--- src/rtl/ex_defs.svh ---
// Width macros for the execute stage; include wherever a bus width is needed
`ifndef EX_DEFS_SVH
`define EX_DEFS_SVH

////////////////////////////////////////////////////////////////////////////
// Datapath widths
////////////////////////////////////////////////////////////////////////////

// Integer data width, also the width of the jump target
`define EX_XLEN 32

// Register file address, one bit wider than RV32 to reach the extra bank
`define EX_RADDR_W 6

// ALU opcode width, sized for the full 16-entry opcode enum
`define EX_ALU_OP_W 4

`endif

--- src/rtl/ex_pkg.sv ---
// Shared types of the execute stage; ports name them with ex_pkg:: scoping
`include "ex_defs.svh"

package ex_pkg;

  ////////////////////////////////////////////////////////////////////////////
  // Opcodes and states
  ////////////////////////////////////////////////////////////////////////////

  // ALU operators, compare group last
  typedef enum logic [`EX_ALU_OP_W-1:0] {
    ADD, SUB, AND, OR, XOR, SLL, SRL, SRA,
    SLT, SLTU, EQ, NE, LT, GE, LTU, GEU
  } alu_op_e;

  // Multiplier operators
  typedef enum logic {
    MUL,
    MULH
  } mult_op_e;

  // Multiplier sequencer for the two-cycle high word
  typedef enum logic {
    IDLE,
    STEP
  } mult_state_e;

  ////////////////////////////////////////////////////////////////////////////
  // Request and write-port bundles
  ////////////////////////////////////////////////////////////////////////////

  // ALU request from ID, operand_c carries the jump target
  typedef struct packed {
    alu_op_e                operator;
    logic [`EX_XLEN-1:0]    operand_a;
    logic [`EX_XLEN-1:0]    operand_b;
    logic [`EX_XLEN-1:0]    operand_c;
  } alu_req_t;

  // Multiplier request, signed_mode[0] for a and signed_mode[1] for b
  typedef struct packed {
    mult_op_e               operator;
    logic [`EX_XLEN-1:0]    operand_a;
    logic [`EX_XLEN-1:0]    operand_b;
    logic [1:0]             signed_mode;
  } mult_req_t;

  // Register file write port
  typedef struct packed {
    logic                   we;
    logic [`EX_RADDR_W-1:0] waddr;
    logic [`EX_XLEN-1:0]    wdata;
  } rf_wr_t;

endpackage

--- src/rtl/ex_alu.sv ---
// Combinational integer ALU with branch comparator; instantiated once in ex_stage
`include "ex_defs.svh"

module ex_alu (
  input  ex_pkg::alu_req_t     req_i,
  output logic [`EX_XLEN-1:0]  result_o,
  output logic                 cmp_result_o
);

  import ex_pkg::*;

  logic [`EX_XLEN-1:0] op_a;
  logic [`EX_XLEN-1:0] op_b;
  logic [4:0]          shamt;
  logic                lt_s;
  logic                lt_u;
  logic                eq;
  logic                cmp_flag;

  assign op_a  = req_i.operand_a;
  assign op_b  = req_i.operand_b;
  // Only the low five bits of b matter for a 32-bit shift
  assign shamt = op_b[4:0];

  // Shared comparator, reused by SLT and every branch test
  assign lt_s = $signed(op_a) < $signed(op_b);
  assign lt_u = op_a < op_b;
  assign eq   = op_a == op_b;

  ////////////////////////////////////////////////////////////////////////////
  // Compare flag
  ////////////////////////////////////////////////////////////////////////////

  always_comb begin
    cmp_flag = 1'b0;
    case (req_i.operator)
      SLT:     cmp_flag = lt_s;
      SLTU:    cmp_flag = lt_u;
      EQ:      cmp_flag = eq;
      NE:      cmp_flag = ~eq;
      LT:      cmp_flag = lt_s;
      GE:      cmp_flag = ~lt_s;
      LTU:     cmp_flag = lt_u;
      GEU:     cmp_flag = ~lt_u;
      // Arithmetic, logic and shifts leave the flag low
      default: cmp_flag = 1'b0;
    endcase
  end

  // Branch decision, low for non-compare operators
  assign cmp_result_o = cmp_flag;

  ////////////////////////////////////////////////////////////////////////////
  // Result
  ////////////////////////////////////////////////////////////////////////////

  always_comb begin
    result_o = '0;
    case (req_i.operator)
      ADD:     result_o = op_a + op_b;
      SUB:     result_o = op_a - op_b;
      AND:     result_o = op_a & op_b;
      OR:      result_o = op_a | op_b;
      XOR:     result_o = op_a ^ op_b;
      SLL:     result_o = op_a << shamt;
      SRL:     result_o = op_a >> shamt;
      // Arithmetic shift keeps the sign of a
      SRA:     result_o = $signed(op_a) >>> shamt;
      // Compare group returns the flag zero-extended
      default: result_o = {{(`EX_XLEN-1){1'b0}}, cmp_flag};
    endcase
  end

endmodule

--- src/rtl/ex_mult.sv ---
// Integer multiplier with a one-cycle MUL and a two-cycle MULH; used by ex_stage
`include "ex_defs.svh"

module ex_mult (
  input  logic                 clk,
  input  logic                 rst_n,
  input  logic                 enable_i,
  input  ex_pkg::mult_req_t    req_i,
  input  logic                 ex_ready_i,
  output logic [`EX_XLEN-1:0]  result_o,
  output logic                 multicycle_o,
  output logic                 ready_o
);

  import ex_pkg::*;

  mult_state_e state_q;
  mult_state_e state_d;

  // Operands widened by one bit, sign or zero per signed_mode
  logic signed [`EX_XLEN:0]     op_a_ext;
  logic signed [`EX_XLEN:0]     op_b_ext;
  logic signed [2*`EX_XLEN+1:0] prod_full;
  logic [2*`EX_XLEN-1:0]        prod_q;
  logic                         start_mulh;

  assign op_a_ext  = $signed({req_i.signed_mode[0] & req_i.operand_a[`EX_XLEN-1],
                              req_i.operand_a});
  assign op_b_ext  = $signed({req_i.signed_mode[1] & req_i.operand_b[`EX_XLEN-1],
                              req_i.operand_b});
  assign prod_full = op_a_ext * op_b_ext;

  // A MULH only starts from IDLE
  assign start_mulh = enable_i & (req_i.operator == MULH) & (state_q == IDLE);

  ////////////////////////////////////////////////////////////////////////////
  // High-word sequencer
  ////////////////////////////////////////////////////////////////////////////

  always_comb begin
    state_d = state_q;
    case (state_q)
      IDLE: if (start_mulh) state_d = STEP;
      // Hold the high word until EX can move on
      STEP: if (ex_ready_i) state_d = IDLE;
      default: state_d = IDLE;
    endcase
  end

  always_ff @(posedge clk or negedge rst_n) begin
    if (!rst_n) begin
      state_q <= IDLE;
    end else begin
      state_q <= state_d;
    end
  end

  // Product register, only loaded when a MULH starts
  always_ff @(posedge clk) begin
    if (start_mulh) begin
      prod_q <= prod_full[2*`EX_XLEN-1:0];
    end
  end

  // First MULH cycle stalls EX
  assign multicycle_o = start_mulh;
  assign ready_o      = ~start_mulh;

  // STEP presents the stored high word, otherwise the low product
  assign result_o = (state_q == STEP) ? prod_q[2*`EX_XLEN-1:`EX_XLEN]
                                      : prod_full[`EX_XLEN-1:0];

endmodule

--- src/rtl/ex_writeback.sv ---
// Forward-port mux, EX/WB register and stall logic; instantiated by ex_stage
`include "ex_defs.svh"

module ex_writeback (
  input  logic                    clk,
  input  logic                    rst_n,

  // Unit enables from ID
  input  logic                    alu_en_i,
  input  logic                    mult_en_i,
  input  logic                    csr_access_i,
  input  logic                    lsu_en_i,

  // Result sources
  input  logic [`EX_XLEN-1:0]     alu_result_i,
  input  logic [`EX_XLEN-1:0]     mult_result_i,
  input  logic [`EX_XLEN-1:0]     csr_rdata_i,

  input  logic                    regfile_alu_we_i,
  input  logic [`EX_RADDR_W-1:0]  regfile_alu_waddr_i,
  input  logic                    regfile_we_i,
  input  logic [`EX_RADDR_W-1:0]  regfile_waddr_i,

  input  logic [`EX_XLEN-1:0]     lsu_rdata_i,
  input  logic                    mult_ready_i,
  input  logic                    lsu_ready_ex_i,
  input  logic                    branch_in_ex_i,
  input  logic                    wb_ready_i,

  output ex_pkg::rf_wr_t          regfile_alu_fw_o,
  output ex_pkg::rf_wr_t          regfile_wb_o,
  output logic                    ex_ready_o,
  output logic                    ex_valid_o
);

  logic                   we_lsu_q;
  logic [`EX_RADDR_W-1:0] waddr_lsu_q;
  logic                   units_ready;

  ////////////////////////////////////////////////////////////////////////////
  // ALU write port, CSR over multiplier over ALU
  ////////////////////////////////////////////////////////////////////////////

  always_comb begin
    regfile_alu_fw_o.we    = regfile_alu_we_i;
    regfile_alu_fw_o.waddr = regfile_alu_waddr_i;
    regfile_alu_fw_o.wdata = alu_result_i;
    if (csr_access_i) begin
      regfile_alu_fw_o.wdata = csr_rdata_i;
    end else if (mult_en_i) begin
      regfile_alu_fw_o.wdata = mult_result_i;
    end
  end

  // Stall control
  assign units_ready = mult_ready_i & lsu_ready_ex_i & wb_ready_i;
  // Branches finish in EX, so they never wait for WB
  assign ex_ready_o  = units_ready | branch_in_ex_i;
  assign ex_valid_o  = (alu_en_i | mult_en_i | csr_access_i | lsu_en_i) & units_ready;

  // EX/WB register for the load/store port
  always_ff @(posedge clk or negedge rst_n) begin
    if (!rst_n) begin
      we_lsu_q <= 1'b0;
    end else if (ex_valid_o) begin
      we_lsu_q <= regfile_we_i;
    end else if (wb_ready_i) begin
      // Nothing new from EX, drain the slot
      we_lsu_q <= 1'b0;
    end
  end

  // Address only moves with a real write
  always_ff @(posedge clk) begin
    if (ex_valid_o && regfile_we_i) begin
      waddr_lsu_q <= regfile_waddr_i;
    end
  end

  assign regfile_wb_o.we    = we_lsu_q;
  assign regfile_wb_o.waddr = waddr_lsu_q;
  // Load data arrives straight from the LSU
  assign regfile_wb_o.wdata = lsu_rdata_i;

endmodule

--- src/rtl/ex_stage.sv ---
// Execute stage top level; connects ALU, multiplier and write-back to the core
`include "ex_defs.svh"

module ex_stage (
  input  logic                    clk,
  input  logic                    rst_n,

  // ALU and multiplier requests from ID
  input  ex_pkg::alu_req_t        alu_req_i,
  input  logic                    alu_en_i,
  input  ex_pkg::mult_req_t       mult_req_i,
  input  logic                    mult_en_i,

  // CSR and load/store side
  input  logic                    csr_access_i,
  input  logic [`EX_XLEN-1:0]     csr_rdata_i,
  input  logic                    lsu_en_i,
  input  logic [`EX_XLEN-1:0]     lsu_rdata_i,
  input  logic                    lsu_ready_ex_i,

  input  logic                    branch_in_ex_i,
  input  logic                    regfile_alu_we_i,
  input  logic [`EX_RADDR_W-1:0]  regfile_alu_waddr_i,
  input  logic                    regfile_we_i,
  input  logic [`EX_RADDR_W-1:0]  regfile_waddr_i,
  input  logic                    wb_ready_i,

  output ex_pkg::rf_wr_t          regfile_alu_fw_o,
  output ex_pkg::rf_wr_t          regfile_wb_o,
  output logic [`EX_XLEN-1:0]     jump_target_o,
  output logic                    branch_decision_o,
  output logic                    mult_multicycle_o,
  output logic                    ex_ready_o,
  output logic                    ex_valid_o
);

  logic [`EX_XLEN-1:0] alu_result;
  logic                alu_cmp_result;
  logic [`EX_XLEN-1:0] mult_result;
  logic                mult_ready;
  logic                ex_ready;

  ////////////////////////////////////////////////////////////////////////////
  // Execution units
  ////////////////////////////////////////////////////////////////////////////

  ex_alu u_alu (
    .req_i        (alu_req_i),
    .result_o     (alu_result),
    .cmp_result_o (alu_cmp_result)
  );

  // Multiplier holds its high word until the stage is ready
  ex_mult u_mult (
    .clk          (clk),
    .rst_n        (rst_n),
    .enable_i     (mult_en_i),
    .req_i        (mult_req_i),
    .ex_ready_i   (ex_ready),
    .result_o     (mult_result),
    .multicycle_o (mult_multicycle_o),
    .ready_o      (mult_ready)
  );

  ex_writeback u_wb (
    .clk                 (clk),
    .rst_n               (rst_n),
    .alu_en_i            (alu_en_i),
    .mult_en_i           (mult_en_i),
    .csr_access_i        (csr_access_i),
    .lsu_en_i            (lsu_en_i),
    .alu_result_i        (alu_result),
    .mult_result_i       (mult_result),
    .csr_rdata_i         (csr_rdata_i),
    .regfile_alu_we_i    (regfile_alu_we_i),
    .regfile_alu_waddr_i (regfile_alu_waddr_i),
    .regfile_we_i        (regfile_we_i),
    .regfile_waddr_i     (regfile_waddr_i),
    .lsu_rdata_i         (lsu_rdata_i),
    .mult_ready_i        (mult_ready),
    .lsu_ready_ex_i      (lsu_ready_ex_i),
    .branch_in_ex_i      (branch_in_ex_i),
    .wb_ready_i          (wb_ready_i),
    .regfile_alu_fw_o    (regfile_alu_fw_o),
    .regfile_wb_o        (regfile_wb_o),
    .ex_ready_o          (ex_ready),
    .ex_valid_o          (ex_valid_o)
  );

  assign ex_ready_o = ex_ready;

  // Branch outputs to IF, target computed in ID
  assign jump_target_o     = alu_req_i.operand_c;
  assign branch_decision_o = alu_cmp_result;

endmodule

--- config.mk ---
export PLATFORM = sky130hd
export DESIGN_NAME = ex_stage
export DESIGN_NICKNAME = d
export VERILOG_FILES = /design/src/rtl/ex_pkg.sv /design/src/rtl/ex_alu.sv /design/src/rtl/ex_mult.sv /design/src/rtl/ex_writeback.sv /design/src/rtl/ex_stage.sv
export VERILOG_INCLUDE_DIRS = /design/src /design/src/rtl
export SDC_FILE = /design/constraint.sdc
export NUM_CORES = 2
export LEC_CHECK = 0
export ABC_AREA = 1
export BUFFER_PORTS_ARGS = -buffer_cell sky130_fd_sc_hd__buf_4
export CORE_MARGIN = 1
export CORE_UTILIZATION = 40
export DETAILED_ROUTE_END_ITERATION = 10
export GPL_TIMING_DRIVEN = 0
export PLACE_DENSITY = 0.56
export SETUP_SLACK_MARGIN = 0.4
export SLEW_MARGIN = 20
export SYNTH_ARGS = -nofsm -noshare
export SYNTH_HDL_FRONTEND = slang
export SYNTH_SLANG_ARGS = --single-unit
--- constraint.sdc ---
create_clock -name clk -period 12 [get_ports clk]
set_clock_uncertainty 0.1 [all_clocks]
set_input_delay 3 -clock clk [delete_from_list [all_inputs] [get_ports clk]]
set_output_delay 3 -clock clk [all_outputs]
set_load 0.02 [all_outputs]
==> qor.csv <==
stage,metric,value,unit
layout,area_growth,19.8,%
layout,final_core_util,0.484,
sta,hold_viol_final,0,
clock_network,cts_tree,yes,
setup_path,crit_path_max_fanout,6,
logic_synthesis,synth_ff_type,edfxtp_1,
placed_design,gp_congestion,1.04,
clock_network,hold_buffers,0,
sta,finalCritPeriodShare,1.07,
logic_synthesis,async_flop_share,0.0500,
run_status,violations,negative setup slack,
sta,drv_slew,0,
logic_synthesis,avgSynthCellArea,7.10,um2
sta,setup-violations-final,15,
logic_synthesis,yosysTopAreaCell,fa_1,
logic_synthesis,yosysSeqAreaShare,0.0227,
flow_run,cap_violations,0,
logic_synthesis,synth_edf_count,38,
setup_path,arrival,9.74,ns
logic_synthesis,synth_nets,9062,
placed_design,dp_slack,-1.83,ns
sta,worstMarginPinSlew,1.38,ns
sta,rsz0062_at_grt,yes,
logic_synthesis,synth_warnings,0,
setup_path,cp.required,8.90,ns
logic_synthesis,yosysMostFrequentCell,nand2_1,
logic_synthesis,synth_top_cell_area_share,0.431,
sta,fin_ws,-0.839,ns
setup_path,crit_path_top_delay_cell,fa_2,
grt,grt_start_max_net_pins,34,
floorplan,start_util,0.404,
clock_network,cts.sinks,40,
clock_network,numCtsBuffers,5,
logic_synthesis,synthTopCellsByCount,"2051 x nand2_1, 1869 x inv_1, 1127 x fa_1",
clock_network,htree_levels,2,
logic_synthesis,synth_area,0.0524,mm2
setup_path,worstSetupEndpointType,output pin,
clock_network,clk_pin_slew,0.06,ns
logic_synthesis,ys_ff_latch,40,
drt,drc,0,
drt,vias_per_cell,5.41,
sta,worst_hold_slack,0.421,ns
floorplan,core_area,0.130,mm2
placed_design,placed_area,0.0581,mm2
grt,overflow,0,
placed_design,hpwl,226,mm
grt,grt_pass1_wl,371,mm
drt,vias,51653,
sta,final.min_clock_period,12.84,ns
floorplan,dieArea,0.132,mm2
placed_design,portBuffers,233,
floorplan,rows,132,
logic_synthesis,ys_types,52,
run_status,outcome,finished with violations,
setup_path,startpoint_type,input port,
sta,max_freq,77.9,MHz
drt,drt_iter0_drc,5098,
min_path,hp-class,register to register,
setup_path,slowest_delay,0.62,ns
grt,grt_pass1_vias,51691,
floorplan,die_y,364,um
logic_synthesis,syn_inst,7372,
floorplan,die_x,364,um
setup_path,critical-path-top-delay-family,adder cells,
layout,layout.nets,9489,
setup_path,path_buf_inv,10,
layout,final_area,0.0627,mm2
sta,slew_headroom,0.0792,
grt,antenna_found_initial,15,
clock_network,clk_latency,0.30,ns
floorplan,io_pins,368,
drt,first_pass_iters,8,
drt,wl,268,mm
drt,antenna_left,0,
clock_network,cts_root_buffer,clkbuf_16,
logic_synthesis,synth_area_leaders,"fa_1 43%, nand2_1 15%, inv_1 13%",
layout,drive_above_1_share,0.157,
grt,grt_usage,0.402,
drt,routedWlPerCell,28.1,um
setup_path,criticalPathCategory,input port to output pin,
clock_network,clockBufferDepth,2,
repair_timing:
item                                    4_1_cts  5_1_grt
endpoints found under the hold margin         0        0
resized for setup                           419      311
cloned                                        2        2
setup buffers                               103       80
pin swaps                                    98      177
endpoints found under the setup margin       26       26
registers in the layout, indices dropped and copies added (netlist names):
name,count
u_mult.state_q,1
u_wb.waddr_lsu_q,6
u_mult.prod_q,32
u_wb.we_lsu_q,1
routing by layer:
| metal | global-route usage | up-vias | routed length (um) |
|---|---|---|---|
| met4 | 0.376 | 2 | 31000 |
| li1 | - | 22315 | - |
| met3 | 0.0712 | 876 | 21300 |
| met1 | 0.453 | 25731 | 94000 |
| met2 | 0.646 | 2729 | 122000 |
| met5 | 0 | - | 13 |
tightest hold or removal path, stage by stage (launching register included):
cell and delay (ns):
dfrtp_1 0.37, inv_1 0.06, o21bai_1 0.05
per-stage QoR:
stage	setup TNS, ns	instances
finish	-8.39	9553
global route	-10.73	9543
CTS	-8.86	9460
detailed placement	-32.48	9347
global placement	-32.48	9347
floorplan	0	7372
cells by family (layout without fill, tap and decap cells):
group / Yosys count / in the layout / share of synthesized area
flops: 40 / 40 / 0.0227
compound gates: 472 / 472 / 0.0509
simple gates: 3043 / 3043 / 0.238
xor+xnor: 53 / 53 / 0.00886
other cells: 0 / 11 / 0
fa+ha+maj: 1436 / 1436 / 0.505
buf+inv: 2328 / 2756 / 0.175
layout make-up:
cell class                      count  area, um2
Sequential cell                    40       1190
Inverter                         1886       7090
Tap cell                         1742       2180
Multi-Input combinational cell   5004      43800
Antenna cell                       11       27.5
Buffer                            442       4840
Clock buffer                        5        125
Clock inverter                      3       46.3
Fill cell                       13188      66900
Timing Repair Buffer              420       3440
path summary, 6_finish.rpt:
path | depth (start not counted) | endpoint | startpoint | slack, ns
max in group asynchronous | 1 | u_wb.we_lsu_q | rst_n | 9.33
max reg2reg | 3 | u_mult.prod_q[62] | u_mult.state_q | 9.77
max | 29 | regfile_alu_fw_o[30] | mult_req_i[55] | -0.84
min reg2reg | 2 | u_wb.we_lsu_q | u_wb.we_lsu_q | 0.42
min in group asynchronous | 1 | u_mult.state_q | rst_n | 2.37
min | 2 | u_wb.we_lsu_q | u_wb.we_lsu_q | 0.42
layout by cell type (no fill, tap or decap), drive strengths merged, types with 36 or more instances in the layout:
| cell type | Yosys | final |
|---|---|---|
| buf | 161 | 640 |
| ha | 309 | 309 |
| nand3 | 483 | 483 |
| clkbuf | 281 | 227 |
| nand2 | 2061 | 2061 |
| nor3 | 36 | 36 |
| a21oi | 215 | 215 |
| edfxtp | 38 | 38 |
| nand4 | 52 | 52 |
| o21ai | 132 | 132 |
| nor2 | 368 | 368 |
| inv | 1886 | 1886 |
| fa | 1127 | 1127 |
Power is not shown: default switching activity piles up to over one toggle a cycle in this logic, so the estimate is an artifact.
